[src/cache_defines.svh]
`ifndef CACHE_DEFINES_SVH
`define CACHE_DEFINES_SVH

// processor side.
`define CACHE_ADDR_W 16  // byte address.
`define CACHE_DATA_W 16  // one word.

// address split is tag, index, byte offset from the top down.
`define CACHE_TAG_W 5
`define CACHE_IDX_W 8    // 256 sets.
`define CACHE_OFS_W 3

// a line holds four words.
`define CACHE_WORDS 4

// cycles from read_mem to data on mem_rdata.
`define MEM_READ_LAT 2

`endif

[src/cache_pkg.sv]
`default_nettype none

`include "cache_defines.svh"

package cache_pkg;

    typedef logic [`CACHE_ADDR_W-1:0] addr_t;
    typedef logic [`CACHE_DATA_W-1:0] word_t;
    typedef logic [`CACHE_TAG_W-1:0]  tag_t;     // addr[15:11].
    typedef logic [`CACHE_IDX_W-1:0]  index_t;   // addr[10:3].
    typedef logic [`CACHE_OFS_W-1:0]  offset_t;  // bit 0 is always zero.

    // wb states write the victim back, fill states refill the line.
    typedef enum logic [3:0] {
        idle,
        comp_rd,
        comp_wr,
        wb_0,
        wb_1,
        wb_2,
        wb_3,
        fill_0,
        fill_1,
        fill_2,
        fill_3,
        fill_4,
        fill_5
    } ctrl_state_t;

endpackage

`default_nettype wire

[src/way_select.sv]
`timescale 1ns/1ps
`default_nettype none

module way_select
    import cache_pkg::*;
(
    input  logic  clk,
    input  logic  rst_n,
    input  logic  hit_0,
    input  logic  hit_1,
    input  logic  valid_0,
    input  logic  valid_1,
    input  logic  dirty_0,
    input  logic  dirty_1,
    input  tag_t  tag_0,
    input  tag_t  tag_1,
    input  word_t word_0,
    input  word_t word_1,
    input  logic  sel_way,
    input  logic  flip_victim,
    output logic  hit_final,
    output logic  fill_way,
    output logic  victim_dirty,
    output tag_t  tag_out_final,
    output word_t word_out_final
);

    logic victim;   // way to replace when both are valid.
    logic out_way;

    always_ff @(posedge clk or negedge rst_n) begin
        if (!rst_n) begin
            victim <= 1'b0;
        end else if (flip_victim) begin
            victim <= ~victim;
        end
    end

    // an empty way is always taken before the victim bit is consulted.
    always_comb begin
        if (!valid_0) begin
            fill_way = 1'b0;
        end else if (!valid_1) begin
            fill_way = 1'b1;
        end else begin
            fill_way = victim;
        end
    end

    assign victim_dirty = fill_way ? (valid_1 && dirty_1) : (valid_0 && dirty_0);
    assign hit_final    = hit_0 || hit_1;

    // the hit way wins, otherwise the way the controller is working on.
    assign out_way        = hit_0 ? 1'b0 : (hit_1 ? 1'b1 : sel_way);
    assign tag_out_final  = out_way ? tag_1 : tag_0;
    assign word_out_final = out_way ? word_1 : word_0;

    // A line lives in one way only, so both ways can never match the same address.
    a_single_hit: assert property (
        @(posedge clk) disable iff (!rst_n)
        !(hit_0 && hit_1)
    );

endmodule

`default_nettype wire
[config.mk]
export PLATFORM = sky130hd
export DESIGN_NAME = way_select
export DESIGN_NICKNAME = d
export VERILOG_FILES = /design/src/cache_pkg.sv /design/src/way_select.sv
export VERILOG_INCLUDE_DIRS = /design/src
export SDC_FILE = /design/constraint.sdc
export NUM_CORES = 1
export LEC_CHECK = 0
export BUFFER_PORTS_ARGS = -buffer_cell sky130_fd_sc_hd__buf_2
export CORE_MARGIN = 5
export CORE_UTILIZATION = 26
export CTS_CLUSTER_DIAMETER = 200
export DETAILED_ROUTE_END_ITERATION = 8
export PLACE_DENSITY = 0.79
export SYNTH_ARGS = -nofsm -noshare
export SYNTH_HDL_FRONTEND = slang
export SYNTH_SLANG_ARGS = --single-unit
[constraint.sdc]
create_clock -name clk -period 1.05 [get_ports clk]
set_input_delay 0.105 -clock clk [delete_from_list [all_inputs] [get_ports clk]]
set_output_delay 0.105 -clock clk [all_outputs]
set_load 0.1 [all_outputs]
==> impl_metrics.yaml <==
status:
  status: "finished with violations"
  violations: "setup timing"
global_routing:
  grt_pass1_wl_mm: 3.36
  grt_pass1_vias: 687
  met2_usage: 0.397
  antenna_found_initial: 0
  use_met1: 0.142
  grt_max_degree: 11
  grtUsageMet3: 0.0118
  grt_overflow: 0
  grt_busiest_layer: "met2"
  globalRouteTotalUtil: 0.167
placement:
  io_buffers: 75
  gp_congestion: 0.707
  hpwl_mm: 1.95
  placed_cells: 123
detailed_routing:
  viasPerCell: 4.57
  num_vias: 576
  drt_pass1_iterations: 2
  drt_iter0_drc: 2
  drt_wl_total_mm: 2.16
  antenna_left: 0
  drc_errors: 0
  routedWlPerCell_um: 17.2
logic_synthesis:
  ys_ff_latch: 1
  async_flop_share: 1.00
  syn_inst: 32
  yosys_most_used_dff: "dfrtp_1"
  syn-num-nets: 84
  synth.most_common_cell: "mux2_4"
  yosysWarnings: 0
  synth-seq-area-share: 0.0593
  synth_edf_count: 0
  yosys-top-cells-count: "20 x mux2_4, 2 x buf_6"
  ys_types: 12
  netlist_area_um2: 422
  yosysTopAreaCellShare: 0.712
  ys_top_cells_by_area: "mux2_4 71%, dfrtp_1 5.9%, buf_6 5.3%"
  yosys.area.top_type: "mux2_4"
  avgSynthCellArea_um2: 13.2
critical_path:
  r2r-end: "victim"
  critPathMaxStageDelay_ns: 0.32
  critPathLaunchType: "primary input"
  required_ns: 0.94
  path_common_cell: "buf_12"
  crit_slowest_cell: "mux2_4"
  cp.arrival_ns: 1.09
  crit_chain: "buf_6, o21bai_4, buf_12, mux2_4, buf_12"
  rr_startpoint: "victim"
  critPathKind: "primary input to output pin"
  path_max_fanout: 10
  end_kind: "output pin"
  reg2reg_depth: 2
  regToRegSetupSlack_ns: 0.22
die:
  fp.coreArea_mm2: 0.00152
  ios: 76
  die_area_mm2: 0.00253
  start_util: 0.277
  num_rows: 14
  die_x_um: 50.3
  die_y_um: 50.3
clock_tree:
  clk_pin_slew_ns: 0
  clock_latency_ns: 0
final_layout:
  layout.cells.non_filler: 126
  largest-register: "victim"
  fin_nets: 164
  reg.largest.list: "victim x1"
  largest_reg_flops: 1
  syn_to_final_growth_pct: 196
  drive_gt1_frac: 0.955
  diodes: 0
timing:
  max_slew_margin: 0.679
  finalHoldViolCount: 0
  rsz0062_at_grt: "true"
  period_needed_ns: 1.19
  fmax_mhz: 839
  finClkSkew_ns: 0
  slew_viol_final: 0
  finalSetupViolations: 21
  finalCritPeriodShare: 1.13
  worst_pin_slew_ns: 0.485
  worst_slack_ns: -0.142
pwr:
  p_per_area_mw_per_mm2: 1200
  p_total_mw: 1.49
  p_leak_nw: 0.683
  ir_drop_mv: 0.699
job:
  drv_cap: 0
hold_path:
  min_path_type: "primary input to flip-flop"
  holdPathStages: 2
  min_from: "flip_victim"
  min_to: "victim"
[final cells by class]
cell class / count / area [um2]
multi-input combinational: 28 / 397
inverter: 1 / 3.75
sequential: 1 / 25.0
timing repair buffer: 80 / 802
fill: 84 / 277
tap: 16 / 20.0
[stage by stage]
step                      utilization  TNS [ns]  setup WS (ns)  hold slack, ns  area, um2
after global placement          0.787     -2.83         -0.143          -0.120       1200
after global routing            0.819     -3.22         -0.166           0.316       1250
after floorplan                     -    -0.158        -0.0802          -0.191        440
final                           0.819     -2.75         -0.142           0.308       1250
after CTS                       0.819     -2.77         -0.140           0.314       1250
after detailed placement        0.787     -3.08         -0.155          -0.119       1200
[worst max-delay path by stage]
stage	to	startpoint	depth (start not counted)	slack, ns
3_5_place_dp	word_out_final[2]	sel_way	5	-0.15
4_1_cts	word_out_final[14]	sel_way	5	-0.14
2_1_floorplan	victim_dirty	victim	2	-0.08
5_1_grt	word_out_final[14]	sel_way	5	-0.17
6_report	word_out_final[14]	sel_way	5	-0.14
3_3_place_gp	word_out_final[1]	sel_way	5	-0.14
[kinds of logic after synthesis]
| group | share of synthesized area |
|---|---|
| buf+inv | 0.0623 |
| mux | 0.763 |
| compound gates | 0.0623 |
| simple gates | 0.0326 |
| xor+xnor | 0.0208 |
| flops | 0.0593 |
[layer usage]
layer / share of wire / wire length, um
met1: 0.25 / 541
met2: 0.70 / 1510
met3: 0.041 / 88
met4: 0.011 / 23
met5: 0 / 0
[power by group]
part | switching, mW | total (mW) | leakage [nW] | internal [mW]
sequential | 0.0270 | 0.0863 | 0.0117 | 0.0593
clock | 0 | 0 | 0 | 0
combinational | 0.828 | 1.41 | 0.671 | 0.578
total | 0.855 | 1.49 | 0.683 | 0.637
[worst max-delay path, delay by kind of cell]
family	cells	cell delay, ns
compound gates	1	0.21
mux	1	0.32
buf+inv	3	0.45
[cells in the final DEF, fill, tap and decap left out]
master         count
mux2i_2            1
buf_6              3
dfrtp_1            1
nor2_4             1
nand2_1            1
buf_2             50
dlygate4sd3_1      1
o21bai_4           1
buf_4              1
or2_2              1
a21boi_4           1
mux2_4            21
inv_1              1
xor2_1             1
buf_12            25
[repair_timing]
item	4_1_cts	5_1_grt
gates cloned	0	0
setup buffers	2	0
endpoints found under the setup margin	22	22
endpoints found under the hold margin	1	0
resized for setup	5	0
pin swaps	0	0
hold buffers	1	0
Note: power is estimated with default switching activity, not from simulation.
