`src/cache_defines.svh`:
```
`ifndef CACHE_DEFINES_SVH
`define CACHE_DEFINES_SVH

// processor side.
`define CACHE_ADDR_W 16  // byte address.
`define CACHE_DATA_W 16  // one word.

// address split is tag, index, byte offset from the top down.
`define CACHE_TAG_W 5
`define CACHE_IDX_W 8    // 256 sets.
`define CACHE_OFS_W 3

// a line holds four words.
`define CACHE_WORDS 4

// cycles from read_mem to data on mem_rdata.
`define MEM_READ_LAT 2

`endif

```
`src/cache_pkg.sv`:
```
`default_nettype none

`include "cache_defines.svh"

package cache_pkg;

    typedef logic [`CACHE_ADDR_W-1:0] addr_t;
    typedef logic [`CACHE_DATA_W-1:0] word_t;
    typedef logic [`CACHE_TAG_W-1:0]  tag_t;     // addr[15:11].
    typedef logic [`CACHE_IDX_W-1:0]  index_t;   // addr[10:3].
    typedef logic [`CACHE_OFS_W-1:0]  offset_t;  // bit 0 is always zero.

    // wb states write the victim back, fill states refill the line.
    typedef enum logic [3:0] {
        idle,
        comp_rd,
        comp_wr,
        wb_0,
        wb_1,
        wb_2,
        wb_3,
        fill_0,
        fill_1,
        fill_2,
        fill_3,
        fill_4,
        fill_5
    } ctrl_state_t;

endpackage

`default_nettype wire

```
`src/cache_controller.sv`:
```
`timescale 1ns/1ps
`default_nettype none

`include "cache_defines.svh"

module cache_controller
    import cache_pkg::*;
(
    input  logic       clk,
    input  logic       rst_n,
    input  addr_t      addr,
    input  word_t      data_in,
    input  logic       rd,
    input  logic       wr,
    input  logic       hit_final,
    input  logic       fill_way,
    input  logic       victim_dirty,
    input  tag_t       tag_out_final,
    input  word_t      word_out_final,
    input  word_t      mem_rdata,
    output logic [1:0] way_en,
    output index_t     index,
    output offset_t    offset,
    output tag_t       tag_in,
    output word_t      word_in,
    output logic       comp,
    output logic       write,
    output logic       valid_in,
    output logic       sel_way,
    output logic       flip_victim,
    output addr_t      mem_addr,
    output word_t      mem_wdata,
    output logic       write_mem,
    output logic       read_mem,
    output word_t      data_out,
    output logic       done,
    output logic       stall,
    output logic       cache_hit
);

    ctrl_state_t             state;
    ctrl_state_t             nxt_state;
    logic                    req_wr;          // request kind, taken when idle accepts it.
    logic                    fill_way_q;
    logic                    victim_dirty_q;
    word_t                   data_q;
    logic                    capture;         // the requested word is on mem_rdata.
    tag_t                    req_tag;
    index_t                  req_index;
    logic [`CACHE_OFS_W-2:0] req_word;
    logic [`CACHE_OFS_W-2:0] mem_word;        // word on the memory port this cycle.
    logic [`CACHE_OFS_W-2:0] fill_word;       // word written into the way this cycle.
    logic [1:0]              fill_en;

    assign req_tag   = addr[`CACHE_ADDR_W-1 -: `CACHE_TAG_W];
    assign req_index = addr[`CACHE_OFS_W +: `CACHE_IDX_W];
    assign req_word  = addr[`CACHE_OFS_W-1:1];
    assign fill_en   = fill_way_q ? 2'b10 : 2'b01;
    assign sel_way   = fill_way_q;

    // Memory reads run two states ahead of the way writes.
    always_comb begin
        case (state)
            wb_1, fill_1: mem_word = 2'd1;
            wb_2, fill_2: mem_word = 2'd2;
            wb_3, fill_3: mem_word = 2'd3;
            default:      mem_word = 2'd0;
        endcase
        case (state)
            fill_3:  fill_word = 2'd1;
            fill_4:  fill_word = 2'd2;
            fill_5:  fill_word = 2'd3;
            default: fill_word = 2'd0;
        endcase
    end

    always_comb begin
        nxt_state   = state;
        way_en      = 2'b00;
        index       = req_index;
        offset      = addr[`CACHE_OFS_W-1:0];
        tag_in      = req_tag;
        word_in     = data_in;
        comp        = 1'b0;
        write       = 1'b0;
        valid_in    = 1'b0;
        flip_victim = 1'b0;
        mem_addr    = {addr[`CACHE_ADDR_W-1:`CACHE_OFS_W], mem_word, 1'b0};
        mem_wdata   = word_out_final;
        write_mem   = 1'b0;
        read_mem    = 1'b0;
        done        = 1'b0;
        stall       = 1'b1;
        cache_hit   = 1'b0;
        capture     = 1'b0;
        case (state)
            idle: begin
                stall = 1'b0;
                if (rd) begin
                    nxt_state = comp_rd;
                end else if (wr) begin
                    nxt_state = comp_wr;
                end
            end
            comp_rd, comp_wr: begin
                way_en    = 2'b11;  // both ways look up the tag.
                comp      = 1'b1;
                write     = (state == comp_wr);
                done      = hit_final;
                cache_hit = hit_final;
                if (hit_final) begin
                    nxt_state = idle;
                end else if (victim_dirty) begin
                    nxt_state = wb_0;
                end else begin
                    nxt_state = fill_0;
                end
            end
            wb_0, wb_1, wb_2, wb_3: begin
                way_en    = fill_en;
                offset    = {mem_word, 1'b0};
                mem_addr  = {tag_out_final, req_index, mem_word, 1'b0};  // victim's address.
                write_mem = 1'b1;
                nxt_state = (state == wb_3) ? fill_0 : ctrl_state_t'(state + 1);
            end
            fill_0, fill_1, fill_2, fill_3, fill_4, fill_5: begin
                way_en   = fill_en;
                read_mem = (state inside {fill_0, fill_1, fill_2, fill_3});
                if (state inside {fill_2, fill_3, fill_4, fill_5}) begin
                    write    = 1'b1;
                    valid_in = 1'b1;
                    offset   = {fill_word, 1'b0};
                    word_in  = (req_wr && req_word == fill_word) ? data_in : mem_rdata;
                    capture  = !req_wr && (req_word == fill_word);
                end
                if (state == fill_5) begin
                    comp        = req_wr;  // the write hit on the last word marks the line dirty.
                    done        = 1'b1;
                    flip_victim = 1'b1;
                    nxt_state   = idle;
                end else begin
                    nxt_state = ctrl_state_t'(state + 1);
                end
            end
            default: begin
                nxt_state = idle;
            end
        endcase
    end

    // The read word is passed straight through in the cycle it appears.
    always_comb begin
        if (state == comp_rd) begin
            data_out = word_out_final;
        end else if (capture) begin
            data_out = mem_rdata;
        end else begin
            data_out = data_q;
        end
    end

    always_ff @(posedge clk) begin
        if (state == comp_rd || capture) begin
            data_q <= data_out;
        end
    end

    always_ff @(posedge clk or negedge rst_n) begin
        if (!rst_n) begin
            state          <= idle;
            req_wr         <= 1'b0;
            fill_way_q     <= 1'b0;
            victim_dirty_q <= 1'b0;
        end else begin
            state <= nxt_state;
            if (state == idle) begin
                req_wr <= wr;
            end
            if (state == comp_rd || state == comp_wr) begin
                fill_way_q     <= fill_way;
                victim_dirty_q <= victim_dirty;
            end
        end
    end

    a_rd_wr_excl: assert property (@(posedge clk) disable iff (!rst_n) !(rd && wr));

    a_addr_aligned: assert property (
        @(posedge clk) disable iff (!rst_n)
        (rd || wr) |-> !addr[0]
    );

    // done only ends a request that was already under way, or hits in compare.
    a_done_ctx: assert property (
        @(posedge clk) disable iff (!rst_n)
        done |-> $past(stall) || (state inside {comp_rd, comp_wr})
    );

    // The chosen way keeps the dirty state that compare latched until the write-back ends.
    a_wb_dirty: assert property (
        @(posedge clk) disable iff (!rst_n)
        write_mem |-> (victim_dirty == victim_dirty_q)
    );

endmodule

`default_nettype wire

```
`config.mk`:
```
export PLATFORM = sky130hd
export DESIGN_NAME = cache_controller
export DESIGN_NICKNAME = d
export VERILOG_FILES = /design/src/cache_pkg.sv /design/src/cache_controller.sv
export VERILOG_INCLUDE_DIRS = /design/src
export SDC_FILE = /design/constraint.sdc
export NUM_CORES = 1
export LEC_CHECK = 0
export BUFFER_PORTS_ARGS = -buffer_cell sky130_fd_sc_hd__buf_2
export CAP_MARGIN = 20
export CORE_ASPECT_RATIO = 0.6
export CORE_UTILIZATION = 40
export CTS_CLUSTER_SIZE = 8
export DETAILED_ROUTE_END_ITERATION = 12
export GPL_TIMING_DRIVEN = 0
export PLACE_DENSITY_LB_ADDON = 0.2
export SLEW_MARGIN = 15
export SYNTH_ARGS = -nofsm -noshare
export SYNTH_HDL_FRONTEND = slang
export SYNTH_SLANG_ARGS = --single-unit
```
`constraint.sdc`:
```
create_clock -name clk -period 4.2 [get_ports clk]
set_input_delay 0 -clock clk [delete_from_list [all_inputs] [get_ports clk]]
set_output_delay 0 -clock clk [all_outputs]
set_load 0.01 [all_outputs]
```
==> run_results.csv, run 1 <==
group,metric,value,unit
global_routing,first_global_vias,2127,
placed_design,detailed_place_hpwl,5300,µm
critical_path,worst_ep_arrival_time,3270,ps
pwr,leakagePower,1.57,nW
die,die_h,58.8,µm
flow_run,count_of_max_cap_constraint_violations,0,
routing,drc_errors_left,0,
pwr,power_density,547,nW/µm²
final_layout,post-route-util,61.0,%
logic_synthesis,ys_types,44,
critical_path,critical_path_required,4090,ps
timing,final_hold_viol_count,0,
routing,detail_route.iter0.violations,147,
timing,worst_slew_pin_slew,819,ps
pwr,power.switching_fraction,46.5,%
min_path,min-delay-path-class,"in2reg",
timing,clock.fmax,0.295,GHz
logic_synthesis,yosys_register_bits,22,
logic_synthesis,synth_edf_count,16,
logic_synthesis,mappedNetlistArea,2150,µm²
logic_synthesis,syn_nets,336,
critical_path,crit_path_start_kind,"flip-flop",
timing,fin_crit_sh,80.6,%
logic_synthesis,ys_dominant_reg_cell,"sky130_fd_sc_hd__edfxtp_1",
global_routing,grt_start_max_net_pins,17,
timing,rsz_0062_raised_after_global_routing,"no",
cts,tritoncts_num_sinks,22,
placed_design,io_buffers,158,
pwr,pwr-share-comb,67.5,%
critical_path,endpoint_kind,"flip-flop",
die,die_width,96.6,µm
cts,tritoncts,"built",
timing,finalMaxSlewViolations,0,
pwr,share_seq_of_total_power,23.9,%
final_layout,n_antenna_cell,0,
logic_synthesis,synthesis.area_per_instance,8.40,µm²
global_routing,remaining_global_route_overflow,0,
final_layout,layout.nets,502,
logic_synthesis,ys_seq_area_share,29.3,%
cts,clock_tree.root_cell,"sky130_fd_sc_hd__clkbuf_8",
die,top_level_ports,168,
pwr,cellInternalPower,0.000910,W
die,core,5100,µm²
cts,cts_buffer_depth,2,
logic_synthesis,postSynthCellCount,256,
critical_path,critPathMaxFanout,16,
routing,drt_pre_antenna_iters,5,
routing,routed-via-count,2513,
cts,htreeDepth,1,
pwr,peakVddDrop,0.000297,V
timing,setup_viol_count_final,0,
pwr,power.share.clock,8.6,%
cts,insertion_delay,250,ps
global_routing,grt.total_usage,21.7,%
global_routing,first_pass_grt_wire_length,9890,µm
critical_path,timing_worst_setup_path_type,"reg2reg",
final_layout,layout.filler_cells,477,
die,placementRows,20,
cts,cts_inserted_buffers,3,
die,die_area,5680,µm²
final_layout,syn2layout_area_growth,44.8,%
logic_synthesis,yosys_warnings,0,
routing,route.final.wire_length,6450,µm
logic_synthesis,async_flop_share,27.3,%
timing,worst_slew_margin_relative_to_its_limit,45.1,%
die,start_util,42.1,%
placed_design,final_gp_congestion,0.956,
final_layout,layout-drive-gt1-share,53.4,%
timing,period_minus_slack,3380,ps
timing,setup-tns-final,0,ps
pwr,netSwitchingPower,0.000791,W
routing,drt-vias-per-instance,5.16,
cts,cts.reportedPaths.clkPinSlew,70,ps
timing,fin_worst_skew,1.84,ps
routing,drtAntennaViolNets,0,
outcome,run_status,"complete, no violations",
global_routing,antenna_found_initial,0,
routing,avgRoutedWirePerCell,13.2,µm
## worst max-delay path: stages, from the launching register on
cell and delay [ps]:
sky130_fd_sc_hd__dfrtp_1 430, sky130_fd_sc_hd__inv_1 140, sky130_fd_sc_hd__ha_1 340, sky130_fd_sc_hd__nor2_1 160, sky130_fd_sc_hd__a221o_1 390, sky130_fd_sc_hd__or3_1 390
sky130_fd_sc_hd__clkbuf_1 180, sky130_fd_sc_hd__clkbuf_1 270, sky130_fd_sc_hd__o21ai_2 730
## logic make-up (layout without fill, tap and decap cells)
family	count (synthesis)	after routing	synth area share [%]
compound gates	80	80	22.5
xor+xnor	1	1	0.408
fa+ha+maj	4	4	2.33
buf+inv	66	231	19.4
flops	22	22	29.3
mux	25	25	13.2
other cells	1	1	0.174
simple gates	57	57	12.6
## synth_stat cells (2+ instances only)
master | instances | area (µm²)
sky130_fd_sc_hd__o21ai_0 | 20 | 100
sky130_fd_sc_hd__edfxtp_1 | 16 | 480
sky130_fd_sc_hd__buf_1 | 2 | 7.51
sky130_fd_sc_hd__nor2b_1 | 2 | 12.5
sky130_fd_sc_hd__clkbuf_1 | 8 | 30.0
sky130_fd_sc_hd__or2_2 | 2 | 12.5
sky130_fd_sc_hd__o32ai_1 | 2 | 17.5
sky130_fd_sc_hd__buf_2 | 3 | 15.0
sky130_fd_sc_hd__o22ai_1 | 3 | 18.8
sky130_fd_sc_hd__inv_1 | 12 | 45.0
sky130_fd_sc_hd__nand2_1 | 10 | 37.5
sky130_fd_sc_hd__a22oi_1 | 2 | 15.0
sky130_fd_sc_hd__nor3_1 | 4 | 20.0
sky130_fd_sc_hd__ha_1 | 4 | 50.1
sky130_fd_sc_hd__a21o_1 | 2 | 15.0
sky130_fd_sc_hd__mux2_1 | 10 | 113
sky130_fd_sc_hd__a211oi_1 | 2 | 15.0
sky130_fd_sc_hd__nor2_1 | 30 | 113
sky130_fd_sc_hd__mux2_2 | 13 | 146
sky130_fd_sc_hd__a31oi_1 | 16 | 100
sky130_fd_sc_hd__buf_4 | 39 | 293
sky130_fd_sc_hd__a221oi_1 | 2 | 17.5
sky130_fd_sc_hd__dfrtp_1 | 6 | 150
sky130_fd_sc_hd__a21oi_1 | 23 | 115
sky130_fd_sc_hd__or3_1 | 4 | 25.0
## per-layer routing
| metal | GRT usage, % | wire length, µm | vias to the layer above |
|---|---|---|---|
| li1 | - | - | 1215 |
| met2 | 34.0 | 2960 | 125 |
| met3 | 5.70 | 537 | 13 |
| met5 | 0 | 0 | - |
| met1 | 30.3 | 2860 | 1160 |
| met4 | 5.33 | 81 | 0 |
## registers in the layout, summed over array words and instances (netlist names)
name and flops:
sel_way 1, data_q 16, state 4, req_wr 1
## cell type report
class / instances / area (µm²) / share of cell area (%)
repair buffers: 161 / 821 / 26.4
multi-input cells: 168 / 1110 / 35.5
flip-flops and latches: 22 / 631 / 20.3
well taps: 66 / 82.6 / 2.65
plain buffers: 54 / 372 / 11.9
clock buffers: 4 / 55.1 / 1.77
inverters: 12 / 45.0 / 1.45
## metrics by stage
stage	instances	worst slack, ps	hold slack (ps)	power (W)	area, µm²
after floorplan	256	710	-296	0.00114	2150
after global placement	480	-159	-170	0.00152	3020
after detailed placement	480	866	-171	0.00154	3030
after CTS	487	848	27.7	0.00170	3110
after global routing	487	616	43.6	0.00184	3110
final	487	816	43.7	0.00170	3110
## power groups by stage
stage / clock network (W) / registers (W) / logic, W
2_1_floorplan: 0 / 0.000400 / 0.000741
3_3_place_gp: 0 / 0.000408 / 0.00111
3_5_place_dp: 0 / 0.000412 / 0.00113
4_1_cts: 0.000153 / 0.000407 / 0.00114
5_1_grt: 0.000162 / 0.000417 / 0.00126
6_report: 0.000147 / 0.000407 / 0.00115
## layout by cell type, fill, tap and decap left out, drive strengths merged, types with 10 or more instances in the layout
cell type,netlist,final
nor2,30,30
edfxtp,16,16
clkbuf,8,12
a21oi,23,23
a31oi,16,16
nand2,10,10
mux2,24,24
o21ai,20,20
buf,46,204
inv,12,12
## worst paths after layout
kind	from	endpoint	slack, ps	cells after the start
worst max-delay path	state[0]	data_q[2]	820	8
worst min-delay path	wr	req_wr	40	2
worst max register to register	state[0]	data_q[2]	820	8
worst min register to register	sel_way	sel_way	650	1
max in group asynchronous	rst_n	req_wr	3980	2
min in group asynchronous	rst_n	state[0]	80	2
## what timing repair did
| item | CTS | global route |
|---|---|---|
| hold endpoints to repair | 8 | 0 |
| hold buffers | 3 | 0 |
| resized for setup | 0 | 0 |
| buffers inserted | 0 | 0 |
No activity file was read; power rests on OpenSTA's default activity.
==> inputs of run 2 (changes only) <==
Clock period 4.2 ns to 3.5 ns, I/O delays scaled along.
==> run 2 against run 1 <==
Compared with the run above:
- hold slack lost 11 ps
- combinational power grew 21%
- critical path depth is the same
- critical path type unchanged
- critical endpoint unchanged
==> run_results.csv, run 2 (synthesis gave the netlist of run 1 again) <==
group,metric,value,unit
outcome,run_status,"complete, no violations",
die,top_level_ports,168,
die,start_util,42.1,%
final_layout,post-route-cell-area,3120,µm²
timing,rsz_0062_raised_after_global_routing,"no",
critical_path,critical_path_required,3400,ps
final_layout,finalNonFillerCells,487,
final_layout,largest-register,"data_q",
routing,detail_route.iter0.violations,191,
global_routing,globalRouteMet3Util,5.70,%
timing,worst_slew_pin_slew,831,ps
final_layout,reg.largest.list,"data_q: 16 flops, state: 4 flops",
cts,insertion_delay,260,ps
global_routing,grt-busiest-layer,"met2",
routing,route.final.wire_length,6560,µm
timing,finalMaxSlewViolations,0,
critical_path,cp_cell_sequence,"inv_1 -> ha_1 -> nor2_1 -> a221o_1 -> or3_1 -> clkbuf_1 -> clkbuf_1 -> o21ai_4",
timing,worst_slew_margin_relative_to_its_limit,44.3,%
critical_path,critical_path.most_common_cell,"sky130_fd_sc_hd__clkbuf_1",
placed_design,detailed_place_hpwl,5300,µm
min_path,min_from,"wr",
die,die_h,58.8,µm
routing,routed-via-count,2517,
routing,drt_pre_antenna_iters,5,
critical_path,critical_path.n_buffers_inverters,3,
timing,final_hold_viol_count,0,
timing,fin_worst_skew,2.55,ps
min_path,hold-path-cell-count,2,
cts,tritoncts,"built",
flow_run,count_of_max_cap_constraint_violations,0,
critical_path,worst-r2r-cell-count,8,
final_layout,layout.cells.most_common_list,"sky130_fd_sc_hd__buf_2 (161), sky130_fd_sc_hd__buf_4 (39), sky130_fd_sc_hd__nor2_1 (30)",
routing,drc_errors_left,0,
critical_path,timing_worst_setup_path_type,"reg2reg",
timing,clock.fmax,0.311,GHz
timing,layout_setup_ws,289,ps
critical_path,critPathSlowestCell,"sky130_fd_sc_hd__o21ai_4",
cts,cts.repair_timing.setup_buffer_count,0,
critical_path,critPathMaxFanout,16,
cts,htreeDepth,1,
pwr,power_density,658,nW/µm²
critical_path,timing.rr.start,"state[0]",
cts,tritoncts_num_sinks,22,
global_routing,remaining_global_route_overflow,0,
global_routing,gr-usage-met1,30.3,%
final_layout,n_antenna_cell,0,
critical_path,endpoint_kind,"flip-flop",
placed_design,placement.setup.worst_slack,166,ps
final_layout,largest_register_ff_count,16,
routing,drtAntennaViolNets,0,
final_layout,layout-drive-gt1-share,53.4,%
die,die_area,5680,µm²
global_routing,grt.total_usage,21.7,%
placed_design,post_dp_cell_area,3030,µm²
critical_path,r2r_slack,290,ps
timing,setup_viol_count_final,0,
critical_path,worst_ep_arrival_time,3110,ps
critical_path,cpLargestDelayFamily,"compound AO/OA/AOI/OAI gates",
die,die_width,96.6,µm
placed_design,placed_cells_incl_taps,480,
timing,holdWs,32.6,ps
die,placementRows,20,
critical_path,cpPeakStageDelay,540,ps
global_routing,first_pass_grt_wire_length,9890,µm
cts,cts_buffer_depth,2,
global_routing,first_global_vias,2127,
timing,period_minus_slack,3210,ps
final_layout,syn2layout_area_growth,45.1,%
routing,drt-vias-per-instance,5.17,
global_routing,globalRouteMet2Util,34.0,%
cts,cts.reportedPaths.clkPinSlew,80,ps
routing,avgRoutedWirePerCell,13.5,µm
cts,clock_tree.root_cell,"sky130_fd_sc_hd__clkbuf_8",
critical_path,crit_path_start_kind,"flip-flop",
final_layout,layout.nets,502,
min_path,min-delay-path-class,"in2reg",
die,core,5100,µm²
placed_design,io_buffers,158,
critical_path,r2r-end,"data_q[2]",
pwr,leakagePower,1.57,nW
global_routing,grt_start_max_net_pins,17,
final_layout,mostFrequentLayoutCell,"sky130_fd_sc_hd__buf_2",
placed_design,final_gp_congestion,0.956,
global_routing,antenna_found_initial,0,
min_path,whs_endpoint,"req_wr",
cts,cts_inserted_buffers,3,
pwr,peakVddDrop,0.000360,V
timing,fin_crit_sh,91.8,%
-- run 2: changes by cell type in the layout (fill, tap and decap cells not counted) --
cell                      before  now
sky130_fd_sc_hd__o21ai_2       1    0
sky130_fd_sc_hd__o21ai_4       0    1
-- run 2: cell type report --
type                       count  area (µm²)
fill                         478        1990
multi-input combinational    168        1110
timing repair buffer         161         821
sequential                    22         631
buffer                        54         372
tap                           66        82.6
clock buffer                   4        55.1
inverter                      12        45.0
-- run 2: worst register-to-register path: stages, from the launching register on --
cell and delay [ps]:
sky130_fd_sc_hd__dfrtp_1 430, sky130_fd_sc_hd__inv_1 140, sky130_fd_sc_hd__ha_1 330, sky130_fd_sc_hd__nor2_1 160, sky130_fd_sc_hd__a221o_1 390, sky130_fd_sc_hd__or3_1 390, sky130_fd_sc_hd__clkbuf_1 180, sky130_fd_sc_hd__clkbuf_1 290
sky130_fd_sc_hd__o21ai_4 540
-- run 2: worst max path at each step --
stage | from | end | slack [ps] | cells past startpoint
after global placement | state[0] | data_q[11] | -860 | 8
after detailed placement | state[0] | data_q[11] | 170 | 8
final | state[0] | data_q[2] | 290 | 8
after CTS | state[0] | data_q[11] | 150 | 8
after floorplan | state[0] | data_q[0] | 10 | 8
after global routing | state[0] | data_out[14] | 70 | 11
-- run 2: routing by layer --
| layer | up-vias | routed length, µm |
|---|---|---|
| li1 | 1212 | - |
| met1 | 1173 | 2900 |
| met2 | 122 | 3000 |
| met3 | 10 | 583 |
| met4 | 0 | 74 |
| met5 | - | 0 |
-- run 2: power by group --
part	internal (W)	switching, W
Combinational	0.000559	0.000829
Clock	0.000100	0.0000776
Sequential	0.000436	0.0000527
-- run 2: through the flow --
step / total power [W] / setup TNS (ps) / utilization [%]
finish: 0.00205 / 0 / 61.1
global route: 0.00222 / 0 / 61.1
CTS: 0.00204 / 0 / 61.0
detailed placement: 0.00185 / 0 / 59.3
global placement: 0.00183 / -13720 / 59.2
floorplan: 0.00137 / 0 / -
-- run 2: repair_timing --
action,in CTS,in global routing
setup endpoints to repair,0,16
gates resized for setup,0,1
hold buffers,3,0
endpoints found under the hold margin,8,0
